$ cat src/cpu8_pkg.sv
package cpu8_pkg;

    localparam int data_w = 8;
    localparam int addr_w = 16;

    // Register codes as found in opcode fields y and z
    typedef logic [2:0] reg_code_t;

    localparam reg_code_t reg_b = 3'd0;
    localparam reg_code_t reg_c = 3'd1;
    localparam reg_code_t reg_d = 3'd2;
    localparam reg_code_t reg_e = 3'd3;
    localparam reg_code_t reg_h = 3'd4;
    localparam reg_code_t reg_l = 3'd5;
    localparam reg_code_t reg_m = 3'd6;  // Memory at HL
    localparam reg_code_t reg_a = 3'd7;

    // Same order as opcode bits 5:3
    typedef enum logic [2:0] {
        alu_add,
        alu_adc,
        alu_sub,
        alu_sbc,
        alu_and,
        alu_xor,
        alu_or,
        alu_cp
    } alu_op_t;

    typedef enum logic [1:0] {
        cond_nz,
        cond_z,
        cond_nc,
        cond_c
    } cond_t;

    typedef enum logic [1:0] {
        st_fetch,
        st_exec,
        st_jump_hi,
        st_halt
    } state_t;

    typedef enum logic [1:0] {
        src_alu,
        src_mem,
        src_reg
    } wr_src_t;

    // Group, destination or ALU op, source
    typedef struct packed {
        logic [1:0] x;
        logic [2:0] y;
        logic [2:0] z;
    } instr_rr_t;

    // Conditional jump layout
    typedef struct packed {
        logic [1:0] x;
        logic       spare;
        cond_t      cc;
        logic [2:0] z;
    } instr_cond_t;

    typedef union packed {
        instr_rr_t   rr;
        instr_cond_t cnd;
    } instr_t;

    localparam logic [7:0] op_jp         = 8'hC3;
    localparam logic [7:0] op_halt       = 8'h76;
    localparam logic [7:0] op_jp_cc_base = 8'hC2;

    localparam logic [1:0] grp_misc_lo = 2'd0;  // NOP, LD r,n
    localparam logic [1:0] grp_ld      = 2'd1;
    localparam logic [1:0] grp_alu     = 2'd2;
    localparam logic [1:0] grp_misc_hi = 2'd3;  // JP, ALU n

    localparam logic [2:0] z_imm = 3'd6;
    localparam logic [2:0] z_jp  = 3'd2;

endpackage

$ cat src/cpu8_alu.sv
`timescale 1ns/1ps

module cpu8_alu import cpu8_pkg::*; (
    input  logic [data_w-1:0] a,
    input  logic [data_w-1:0] b_reg,
    input  logic [data_w-1:0] b_imm,

    input  logic              alu_use_imm,
    input  alu_op_t           alu_op,
    input  logic              carry_in,

    output logic [data_w-1:0] result,
    output logic              zero,
    output logic              carry
);

    logic [data_w-1:0] b;
    logic [data_w:0]   sum;  // Bit 8 is carry or borrow
    logic [data_w:0]   a_ext;
    logic [data_w:0]   b_ext;
    logic [data_w:0]   c_ext;

    assign b     = alu_use_imm ? b_imm : b_reg;
    assign a_ext = {1'b0, a};
    assign b_ext = {1'b0, b};
    assign c_ext = {{data_w{1'b0}}, carry_in};

    always_comb
    begin
        case (alu_op)
            alu_add: sum = a_ext + b_ext;
            alu_adc: sum = a_ext + b_ext + c_ext;
            alu_sub: sum = a_ext - b_ext;
            alu_sbc: sum = a_ext - b_ext - c_ext;
            alu_and: sum = {1'b0, a & b};
            alu_xor: sum = {1'b0, a ^ b};
            alu_or:  sum = {1'b0, a | b};
            default: sum = a_ext - b_ext;  // CP
        endcase
    end

    assign result = sum[data_w-1:0];
    assign carry  = sum[data_w];
    assign zero   = result == '0;

endmodule

$ cat src/cpu8_core.sv
`timescale 1ns/1ps

module cpu8_core import cpu8_pkg::*; (
    input  logic              clock,
    input  logic              rst_n,

    output logic [addr_w-1:0] mem_addr,
    output logic              mem_rd,
    input  logic [data_w-1:0] mem_rdata,
    output logic              mem_wr,
    output logic [data_w-1:0] mem_wdata,

    output logic              halted
);

    logic [addr_w-1:0] pc;
    logic [addr_w-1:0] hl;
    logic              pc_inc;
    logic              target_lo_load;
    logic              pc_load;

    reg_code_t         rd_sel;
    reg_code_t         wr_sel;
    logic              wr_en;
    wr_src_t           wr_src;
    logic [data_w-1:0] rd_a;
    logic [data_w-1:0] rd_b;

    alu_op_t           alu_op;
    logic              alu_use_imm;
    logic [data_w-1:0] result;
    logic              zero;
    logic              carry;

    logic              flags_load;
    cond_t             cond;
    logic              carry_in;
    logic              cond_true;

    assign mem_wdata = rd_b;  // Only LD (HL),r writes

    cpu8_sequencer cpu8_sequencer_inst (
        .clock          (clock),
        .rst_n          (rst_n),
        .mem_rdata      (mem_rdata),
        .pc             (pc),
        .hl             (hl),
        .cond_true      (cond_true),
        .mem_addr       (mem_addr),
        .mem_rd         (mem_rd),
        .mem_wr         (mem_wr),
        .halted         (halted),
        .pc_inc         (pc_inc),
        .target_lo_load (target_lo_load),
        .pc_load        (pc_load),
        .rd_sel         (rd_sel),
        .wr_sel         (wr_sel),
        .wr_en          (wr_en),
        .wr_src         (wr_src),
        .alu_op         (alu_op),
        .alu_use_imm    (alu_use_imm),
        .flags_load     (flags_load),
        .cond           (cond)
    );

    cpu8_pc cpu8_pc_inst (
        .clock          (clock),
        .rst_n          (rst_n),
        .mem_rdata      (mem_rdata),
        .pc_inc         (pc_inc),
        .target_lo_load (target_lo_load),
        .pc_load        (pc_load),
        .pc             (pc)
    );

    cpu8_regfile cpu8_regfile_inst (
        .clock      (clock),
        .rst_n      (rst_n),
        .rd_sel     (rd_sel),
        .wr_sel     (wr_sel),
        .wr_en      (wr_en),
        .wr_src     (wr_src),
        .alu_result (result),
        .mem_rdata  (mem_rdata),
        .rd_a       (rd_a),
        .rd_b       (rd_b),
        .hl         (hl)
    );

    cpu8_alu cpu8_alu_inst (
        .a           (rd_a),
        .b_reg       (rd_b),
        .b_imm       (mem_rdata),
        .alu_use_imm (alu_use_imm),
        .alu_op      (alu_op),
        .carry_in    (carry_in),
        .result      (result),
        .zero        (zero),
        .carry       (carry)
    );

    cpu8_flags cpu8_flags_inst (
        .clock      (clock),
        .rst_n      (rst_n),
        .flags_load (flags_load),
        .zero       (zero),
        .carry      (carry),
        .cond       (cond),
        .carry_in   (carry_in),
        .cond_true  (cond_true)
    );

endmodule

$ cat src/cpu8_flags.sv
`timescale 1ns/1ps

module cpu8_flags import cpu8_pkg::*; (
    input  logic  clock,
    input  logic  rst_n,

    input  logic  flags_load,
    input  logic  zero,
    input  logic  carry,
    input  cond_t cond,

    output logic  carry_in,
    output logic  cond_true
);

    logic flag_z;
    logic flag_c;

    always_ff @(posedge clock)
    begin
        if (!rst_n)
        begin
            flag_z <= 1'b0;
            flag_c <= 1'b0;
        end
        else if (flags_load)
        begin
            flag_z <= zero;
            flag_c <= carry;
        end
    end

    assign carry_in = flag_c;

    always_comb
    begin
        case (cond)
            cond_nz: cond_true = !flag_z;
            cond_z:  cond_true = flag_z;
            cond_nc: cond_true = !flag_c;
            default: cond_true = flag_c;
        endcase
    end

endmodule

$ cat src/cpu8_pc.sv
`timescale 1ns/1ps

module cpu8_pc import cpu8_pkg::*; (
    input  logic              clock,
    input  logic              rst_n,

    input  logic [data_w-1:0] mem_rdata,

    input  logic              pc_inc,
    input  logic              target_lo_load,
    input  logic              pc_load,

    output logic [addr_w-1:0] pc
);

    logic [data_w-1:0] target_lo;

    always_ff @(posedge clock)
    begin
        if (!rst_n)
            pc <= '0;
        else if (pc_load)
            pc <= {mem_rdata, target_lo};  // High byte arrives last
        else if (pc_inc)
            pc <= pc + 16'd1;
    end

    always_ff @(posedge clock)
    begin
        if (target_lo_load)
            target_lo <= mem_rdata;
    end

endmodule

$ cat src/cpu8_regfile.sv
`timescale 1ns/1ps

module cpu8_regfile import cpu8_pkg::*; (
    input  logic              clock,
    input  logic              rst_n,

    input  reg_code_t         rd_sel,
    input  reg_code_t         wr_sel,
    input  logic              wr_en,
    input  wr_src_t           wr_src,

    input  logic [data_w-1:0] alu_result,
    input  logic [data_w-1:0] mem_rdata,

    output logic [data_w-1:0] rd_a,
    output logic [data_w-1:0] rd_b,
    output logic [addr_w-1:0] hl
);

    logic [data_w-1:0] b, c, d, e, h, l, a;
    logic [data_w-1:0] wr_data;

    always_comb
    begin
        case (wr_src)
            src_alu: wr_data = alu_result;
            src_mem: wr_data = mem_rdata;
            default: wr_data = rd_b;  // Register move
        endcase
    end

    always_ff @(posedge clock)
    begin
        if (!rst_n)
        begin
            b <= '0;
            c <= '0;
            d <= '0;
            e <= '0;
            h <= '0;
            l <= '0;
            a <= '0;
        end
        else if (wr_en)
        begin
            case (wr_sel)
                reg_b:   b <= wr_data;
                reg_c:   c <= wr_data;
                reg_d:   d <= wr_data;
                reg_e:   e <= wr_data;
                reg_h:   h <= wr_data;
                reg_l:   l <= wr_data;
                reg_a:   a <= wr_data;
                default: ;
            endcase
        end
    end

    always_comb
    begin
        case (rd_sel)
            reg_b:   rd_b = b;
            reg_c:   rd_b = c;
            reg_d:   rd_b = d;
            reg_e:   rd_b = e;
            reg_h:   rd_b = h;
            reg_l:   rd_b = l;
            reg_a:   rd_b = a;
            default: rd_b = '0;
        endcase
    end

    assign rd_a = a;
    assign hl   = {h, l};

endmodule

$ cat src/cpu8_sequencer.sv
`timescale 1ns/1ps

module cpu8_sequencer import cpu8_pkg::*; (
    input  logic              clock,
    input  logic              rst_n,

    input  logic [data_w-1:0] mem_rdata,
    input  logic [addr_w-1:0] pc,
    input  logic [addr_w-1:0] hl,
    input  logic              cond_true,

    output logic [addr_w-1:0] mem_addr,
    output logic              mem_rd,
    output logic              mem_wr,
    output logic              halted,

    output logic              pc_inc,
    output logic              target_lo_load,
    output logic              pc_load,

    output reg_code_t         rd_sel,
    output reg_code_t         wr_sel,
    output logic              wr_en,
    output wr_src_t           wr_src,

    output alu_op_t           alu_op,
    output logic              alu_use_imm,
    output logic              flags_load,
    output cond_t             cond
);

    state_t state;
    state_t state_next;
    instr_t instr;

    logic   rd_req;
    logic   wr_req;
    logic   addr_hl;

    logic   is_ld_rr;
    logic   is_ld_r_hl;
    logic   is_ld_hl_r;
    logic   is_ld_r_n;
    logic   is_alu_r;
    logic   is_alu_n;
    logic   is_jp;
    logic   is_jp_cc;

    always_ff @(posedge clock)
    begin
        if (!rst_n)
            state <= st_fetch;
        else
            state <= state_next;
    end

    always_ff @(posedge clock)
    begin
        if (state == st_fetch)
            instr <= mem_rdata;
    end

    // Decode from the rr view
    assign is_ld_rr   = instr.rr.x == grp_ld && instr.rr.y != reg_m && instr.rr.z != reg_m;
    assign is_ld_r_hl = instr.rr.x == grp_ld && instr.rr.y != reg_m && instr.rr.z == reg_m;
    assign is_ld_hl_r = instr.rr.x == grp_ld && instr.rr.y == reg_m && instr.rr.z != reg_m;
    assign is_ld_r_n  = instr.rr.x == grp_misc_lo && instr.rr.y != reg_m && instr.rr.z == z_imm;
    assign is_alu_r   = instr.rr.x == grp_alu && instr.rr.z != reg_m;
    assign is_alu_n   = instr.rr.x == grp_misc_hi && instr.rr.z == z_imm;
    assign is_jp      = instr == op_jp;

    // C2, CA, D2, DA
    assign is_jp_cc = {instr.cnd.x, instr.cnd.spare} == op_jp_cc_base[7:5]
                      && instr.cnd.z == z_jp;

    assign rd_sel = instr.rr.z;
    assign alu_op = alu_op_t'(instr.rr.y);
    assign cond   = instr.cnd.cc;

    always_comb
    begin
        state_next     = state;
        rd_req         = 1'b0;
        wr_req         = 1'b0;
        addr_hl        = 1'b0;
        pc_inc         = 1'b0;
        target_lo_load = 1'b0;
        pc_load        = 1'b0;
        wr_sel         = instr.rr.y;
        wr_en          = 1'b0;
        wr_src         = src_reg;
        alu_use_imm    = 1'b0;
        flags_load     = 1'b0;

        case (state)
            st_fetch:
            begin
                rd_req     = 1'b1;
                pc_inc     = 1'b1;
                state_next = (mem_rdata == op_halt) ? st_halt : st_exec;
            end
            st_exec:
            begin
                state_next = st_fetch;
                if (is_ld_rr)
                begin
                    wr_en = 1'b1;
                end
                else if (is_ld_r_hl || is_ld_r_n)
                begin
                    rd_req  = 1'b1;
                    addr_hl = is_ld_r_hl;
                    pc_inc  = is_ld_r_n;  // Immediate byte
                    wr_src  = src_mem;
                    wr_en   = 1'b1;
                end
                else if (is_ld_hl_r)
                begin
                    wr_req  = 1'b1;
                    addr_hl = 1'b1;
                end
                else if (is_alu_r || is_alu_n)
                begin
                    rd_req      = is_alu_n;
                    pc_inc      = is_alu_n;
                    alu_use_imm = is_alu_n;
                    wr_sel      = reg_a;
                    wr_src      = src_alu;
                    wr_en       = alu_op != alu_cp;  // CP only sets flags
                    flags_load  = 1'b1;
                end
                else if (is_jp || is_jp_cc)
                begin
                    rd_req         = 1'b1;
                    pc_inc         = 1'b1;
                    target_lo_load = 1'b1;
                    state_next     = st_jump_hi;
                end
            end
            st_jump_hi:
            begin
                rd_req     = 1'b1;
                pc_inc     = 1'b1;
                pc_load    = is_jp || cond_true;
                state_next = st_fetch;
            end
            default: ;  // Halted until reset
        endcase
    end

    assign mem_addr = addr_hl ? hl : pc;

    // No bus traffic while held in reset
    assign mem_rd = rd_req && rst_n;
    assign mem_wr = wr_req && rst_n;
    assign halted = state == st_halt;

endmodule

$ cat config.mk
export PLATFORM = sky130hd
export DESIGN_NAME = cpu8_core
export DESIGN_NICKNAME = d
export VERILOG_FILES = /design/src/cpu8_pkg.sv /design/src/cpu8_alu.sv /design/src/cpu8_core.sv /design/src/cpu8_flags.sv /design/src/cpu8_pc.sv /design/src/cpu8_regfile.sv /design/src/cpu8_sequencer.sv
export SDC_FILE = /design/constraint.sdc
export NUM_CORES = 1
export LEC_CHECK = 0
export BUFFER_PORTS_ARGS = -buffer_cell sky130_fd_sc_hd__buf_4
export CAP_MARGIN = 40
export CORE_MARGIN = 5
export CORE_UTILIZATION = 47
export DETAILED_ROUTE_END_ITERATION = 10
export GPL_TIMING_DRIVEN = 1
export PLACE_DENSITY_LB_ADDON = 0.08
export SYNTH_ARGS = -nofsm -noshare
export SYNTH_HDL_FRONTEND = slang
export SYNTH_SLANG_ARGS = --single-unit
$ cat constraint.sdc
create_clock -name clock -period 9.75 [get_ports clock]
set_input_delay 0.4875 -clock clock [delete_from_list [all_inputs] [get_ports clock]]
set_output_delay 0.4875 -clock clock [all_outputs]
set_load 0.01 [all_outputs]
## After elaboration in Yosys (flattened, before gate mapping)

Cells that the tools add are included.

- Flip-flop bits (word level): 92
- Input port bits: 10
- Output and inout bits: 27
- Logic and storage cells: 152

- Add/sub/neg operators: 5
- Equality and inequality tests: 33
- Muxes and demuxes: 62
- Bitwise operators: 3
- Reduce and logical (&&, ||, !) cells: 36

Operators by type and width:

| kind | count |
|---|---|
| one-hot mux 8 bit (7 select lines) | 1 |
| one-hot mux 9 bit (6 select lines) | 1 |
| 2-to-1 mux 16 bit | 3 |
| 2-to-1 mux 1 bit | 35 |
| equality test 3 bit, second input constant | 11 |
| 2-to-1 mux 2 bit | 11 |
| adder 16 x 1 -> 16 bit, second input constant | 1 |
| one-hot mux 8 bit (2 select lines) | 1 |
| equality test 3 x 2 -> 1 bit, second input constant | 5 |
| 2-to-1 mux 3 bit | 5 |
| AND reduction 2 bit | 7 |
| logical AND 1 bit | 12 |
| equality test 2 bit, second input constant | 5 |
| adder 8 x 8 -> 9 bit | 1 |
| adder 9 x 1 -> 9 bit | 1 |
| equality test 3 x 1 -> 1 bit, second input constant | 3 |
| zero test 3 bit | 3 |
| inequality test 3 bit, second input constant | 3 |
| subtractor 8 x 8 -> 9 bit | 1 |
| subtractor 9 x 1 -> 9 bit | 1 |
| bitwise AND 8 bit | 1 |
| equality test 2 x 1 -> 1 bit, second input constant | 4 |
| equality test 8 x 7 -> 1 bit, second input constant | 1 |
| equality test 8 bit, second input constant | 1 |
| 13 further kinds | 21 |

## Longest topological paths before layout

- Depth after elaboration: 13
- Mapped depth: 20
- Mapped depth without buffers: 18

## By module

From an unflattened synthesis, not the netlist that was laid out.

- Cells, all modules: 767
- Area, all modules: 6749.0 µm²

Modules (own cells, without submodules):

| module | instances | cells an instance | area an instance (µm²) | sequential area each (µm²) |
|---|---|---|---|---|
| cpu8_regfile | 1 | 282 | 2588.7 | 1121.1 |
| cpu8_alu | 1 | 277 | 1915.6 | 0.0 |
| cpu8_pc | 1 | 107 | 1159.9 | 560.5 |
| cpu8_sequencer | 1 | 93 | 993.5 | 280.3 |
| cpu8_flags | 1 | 8 | 91.3 | 40.0 |

## Least setup slack after synthesis

No wires, ideal clock.

- Path type: register to register
- Start point: reg cpu8_sequencer_inst.instr[1] (netlist bit)
- End point: reg cpu8_regfile_inst.a[2], in the netlist cpu8_regfile_inst.rd_a[2]
- Library setup time: 0.152 ns
- Arrival: 3.853 ns
- Data required time: 9.598 ns
- Path slack: 5.744 ns
- Stages on the path, launching flop included: 19
- Path buffers: 1
- Period minus slack after synthesis: 4.006 ns
- Path through: edfxtp_1 buf_2 nor2b_1 a22oi_1 o221ai_1 a21o_1 ha_1 inv_1 fa_1 inv_1 ha_1 xnor2_1 nand2_1 o21ai_0 nand2b_1 a21oi_1 nor3_1 a222oi_1 a211oi_1

- Elaborated cells between the ends (all ways): 52
- Those cells by class: add/sub (4); eq/ne (10); mux (24); bitwise (3); reduce/logical (11)

RTL lines:

| what | RTL line | text |
|---|---|---|
| start, declared | cpu8_sequencer.sv:34 | `instr_t instr;` |
| start signal, assigned | cpu8_sequencer.sv:60 | `instr <= mem_rdata;` |
| equality test 3 bit, or another cell as far along | cpu8_regfile.sv:61 | `case (rd_sel)` |
| one-hot mux 8 bit (7 select lines) (*) | cpu8_regfile.sv:61 |  |
| net mem_wdata[0] | cpu8_core.sv:11 | `output logic [data_w-1:0] mem_wdata,` |
| 2-to-1 mux 8 bit (*) | cpu8_alu.sv:23 | `assign b = alu_use_imm ? b_imm : b_reg;` |
| subtractor 8 x 8 -> 9 bit or adder 8 x 8 -> 9 bit (tied branches) | n/a |  |
| subtractor 9 x 1 -> 9 bit or adder 9 x 1 -> 9 bit (tied branches) | cpu8_alu.sv:34, cpu8_alu.sv:32 |  |
| one-hot mux 9 bit (6 select lines) (*) | cpu8_alu.sv:30 | `case (alu_op)` |
| one-hot mux 8 bit (2 select lines) (*) | cpu8_regfile.sv:25 | `case (wr_src)` |
| end signal, assigned | cpu8_regfile.sv:53 | `reg_a: a <= wr_data;` |
| end, declared | cpu8_regfile.sv:20 | `logic [data_w-1:0] b, c, d, e, h, l, a;` |

The timed path passes the listed nets; every way through them passes the cells marked *.
A chain may end at the register's enable or synchronous reset.

## Worst setup path in the final report

- Start point: reg cpu8_sequencer_inst.instr[1] (netlist bit)
- End point: reg cpu8_regfile_inst.h[2]

- Word-level cells in the longest chain between the ends: 13
- Elaborated cells between the ends (all ways): 52
- Those cells by class: add/sub (4); eq/ne (10); mux (24); bitwise (3); reduce/logical (11)

Ends and longest elaborated chain:

| what | RTL line | text |
|---|---|---|
| inequality test 3 bit or equality test 3 bit (tied branches) | n/a |  |
| logical AND 1 bit, on equally long branches | cpu8_sequencer.sv:68, cpu8_sequencer.sv:69 |  |
| logical OR 1 bit | cpu8_sequencer.sv:122 | `else if (is_alu_r \|\| is_alu_n)` |
| 2-to-1 mux 1 bit | cpu8_sequencer.sv:122 |  |
| 2-to-1 mux 1 bit | cpu8_sequencer.sv:117 | `else if (is_ld_hl_r)` |
| 2-to-1 mux 1 bit | cpu8_sequencer.sv:109 | `else if (is_ld_r_hl \|\| is_ld_r_n)` |
| 2-to-1 mux 1 bit | cpu8_sequencer.sv:105 | `if (is_ld_rr)` |
| 2-to-1 mux 1 bit | cpu8_sequencer.sv:95 | `case (state)` |
| 2-to-1 mux 8 bit | cpu8_alu.sv:23 |  |
| subtractor 8 x 8 -> 9 bit or adder 8 x 8 -> 9 bit (tied branches) | n/a |  |
| subtractor 9 x 1 -> 9 bit or adder 9 x 1 -> 9 bit (tied branches) | cpu8_alu.sv:34, cpu8_alu.sv:32 |  |
| one-hot mux 9 bit (6 select lines) | cpu8_alu.sv:30 |  |
| one-hot mux 8 bit (2 select lines) | cpu8_regfile.sv:25 |  |
| end signal, assigned | cpu8_regfile.sv:51 | `reg_h: h <= wr_data;` |
| end, declared | cpu8_regfile.sv:20 |  |

Several ways; a longest one is shown, not always the timed one.

==> impl_metrics.ini <==
[routing]
first_pass_iters = 6
drc = 0
ant_nets = 0
via_count = 5912
wl_um = 20000
drt_iter0_drc = 471
viasPerCell = 6.18
wl_per_cell_um = 20.9

[finish]
nNetsFinal = 817
area_growth_pct = 9.81
drive_gt1_share_pct = 16.4
n_antenna_cell = 0
largest_register_ffs = 16
top_register = cpu8_pc_inst.pc

[clock_network]
htree_levels = 3
cts.repair.resized = 0
post_cts.repair.setup_buffers = 0
clk_pin_slew_worst_paths_ns = 0.07
tritoncts = yes
clk_latency_ns = 0.35
cts_buffers = 9
clock_sinks = 92
clock-root-buffer = clkbuf_16
clockBufferDepth = 2
hold_buffers = 0

[min_path]
hold_class = input pin to flip-flop
min_path_cells = 1
hold_start = mem_rdata[1]
min_delay_worst_endpoint = cpu8_pc_inst.target_lo[1]

[power_and_ir_drop]
irDropWorstVdd_v = 0.000102
p_leak_nw = 2.70
p_per_area_nw_per_um2 = 136
power.total_mw = 0.983

[critical_path]
crit_chain = nor2b_1 > a22oi_1 > o221ai_1 > a21o_1 > ha_1 > fa_1 > ha_1 > xnor2_1 > o21ai_0 > nand2b_1 > a21oi_1 > nor3_1 > a222oi_1 > a211oi_1
end_kind = flip-flop
timing.rr.start = cpu8_sequencer_inst.instr[1]
setup.worst_path.class = flip-flop to flip-flop
cp.buffers_inverters = 0
r2r_cells = 14
slowest_stage = edfxtp_1
cpMostUsedCell = ha_1
cp_top_family = compound AO/OA/AOI/OAI gates
path_max_fanout = 24
crit_path_start_kind = flip-flop
ff2ff_setup_slack_ns = 4.81
cpPeakStageDelay_ns = 0.92
critPathArrivalTime_ns = 5.12
r2r_end = cpu8_regfile_inst.h[2]
critical_path_required_ns = 9.93

[global_routing]
grt_antenna_before_repair = 0
grt-ovfl-total = 0
grt_usage_pct = 24.8
grt_pass1_vias = 5600
grt_max_degree = 55
grt_pass1_wl_um = 31700

[die]
die_h_um = 128
rows = 43
start_util_pct = 47.7
ios = 37
die_area_um2 = 16400
die_w_um = 128
core_area_um2 = 13800

[sta]
post-route-period-util_pct = 50.7
maxSlewViolCount = 0
fmax_mhz = 202
max_slew_margin_pct = 32.3
fin_crit_ns = 4.94
worstMarginPinSlew_ns = 1.02
fin_skew_ns = 0.00883
finalSetupTns_ns = 0
rsz0062_at_grt = no
finalHoldViolCount = 0
finalSetupViolations = 0

[yosys]
synth_cell_types = 92
postSynthAreaPerCell_um2 = 8.63
ys_seq_area_share_pct = 30.5
synth_common_cells = nor2_1 (97), dfxtp_1 (76), a211oi_1 (52)
synth_edf_count = 16
yosys_warnings = 0
synth_flop_cell = dfxtp_1
synth.most_common_cell = nor2_1
synth_area_um2 = 6570
synth_top_cell_area_share_pct = 23.2
post-synth-top-area-cell = dfxtp_1
synth.area.top_cells = dfxtp_1 (23%), edfxtp_1 (7.3%), ha_1 (6.5%)
syn_inst = 761
syn-num-nets = 807
async_flop_share_pct = 0
ys_seq_elements = 92

[place]
portBuffers = 36
finalWeightedCongestion = 0.914
dp_hpwl_um = 14900

[run]
drv_cap = 0

[status]
status = completed
## where the power goes
group,switching (mW),internal (mW),total [mW]
combinational,0.131,0.0828,0.214
sequential,0.0191,0.397,0.416
clock,0.155,0.199,0.354
total,0.305,0.679,0.983
## logic make-up (layout without fill, tap and decap cells)
logic type / Yosys count / in the layout / synth area share [%]
XOR/XNOR: 24 / 24 / 3.77
AO/OA/AOI/OAI: 249 / 249 / 27.7
adder cells (fa/ha/maj): 36 / 36 / 7.09
buffers and inverters: 86 / 101 / 5.81
AND/OR/NAND/NOR: 240 / 240 / 18.6
flip-flops: 92 / 92 / 30.5
multiplexers: 34 / 34 / 6.51
## final cells by class
type / instances / area (µm²)
fill: 1336 / 6560
multi-input combinational: 583 / 4190
sequential: 92 / 2000
timing repair buffer: 48 / 360
clock buffer: 10 / 229
tap: 180 / 225
inverter: 37 / 139
clock inverter: 6 / 63.8
## worst reg2reg max path: stages, from the launching register on
cell      delay, ns
edfxtp_1       0.92
nor2b_1        0.45
a22oi_1        0.13
o221ai_1       0.35
a21o_1         0.19
ha_1           0.28
fa_1           0.51
ha_1           0.27
xnor2_1        0.23
o21ai_0        0.14
nand2b_1       0.18
a21oi_1        0.12
nor3_1         0.08
a222oi_1       0.76
a211oi_1       0.18
## worst max-delay path by stage
stage,from,endpoint,slack (ns),cells past startpoint
3_3_place_gp,cpu8_sequencer_inst.instr[0],cpu8_regfile_inst.rd_a[3],4.99,13
3_5_place_dp,cpu8_sequencer_inst.instr[0],cpu8_regfile_inst.e[3],4.90,13
5_1_grt,cpu8_sequencer_inst.instr[1],cpu8_regfile_inst.b[2],4.44,14
6_report,cpu8_sequencer_inst.instr[1],cpu8_regfile_inst.h[2],4.81,14
4_1_cts,cpu8_sequencer_inst.instr[0],cpu8_regfile_inst.e[3],4.89,13
2_1_floorplan,cpu8_sequencer_inst.instr[1],cpu8_regfile_inst.rd_a[2],5.74,18
## metal layers
layer,wire [µm],track usage [%]
met1,8980,33.5
met2,9260,39.1
met3,998,4.13
met4,765,10.4
met5,0,0
## metrics by stage
stage	instance area, µm²	hold WS (ns)	instances	worst slack, ns	util, %
5_1_grt	7210	0.386	956	4.44	52.4
3_3_place_gp	6910	0.491	939	4.99	50.2
6_report	7210	0.403	956	4.81	52.4
2_1_floorplan	6570	0.455	761	5.74	-
3_5_place_dp	6920	0.493	940	4.90	50.2
4_1_cts	7210	0.386	956	4.89	52.4
## cell usage in the layout (no fill, tap or decap), types with 8 or more instances in the layout
| master | instances |
|---|---|
| xor2_1 | 12 |
| a31oi_1 | 8 |
| nor3_1 | 13 |
| o21a_1 | 8 |
| dfxtp_1 | 76 |
| inv_1 | 34 |
| nand2_1 | 44 |
| nor2_1 | 97 |
| ha_1 | 34 |
| nor2b_1 | 10 |
| a21oi_1 | 45 |
| mux2_2 | 20 |
| o21ai_0 | 45 |
| edfxtp_1 | 16 |
| a211oi_1 | 52 |
| buf_4 | 48 |
| nand3_1 | 14 |
| a22oi_1 | 11 |
| clkbuf_16 | 9 |
| and3_1 | 11 |
| mux2i_1 | 9 |
Power figures use the tool's default switching activity.
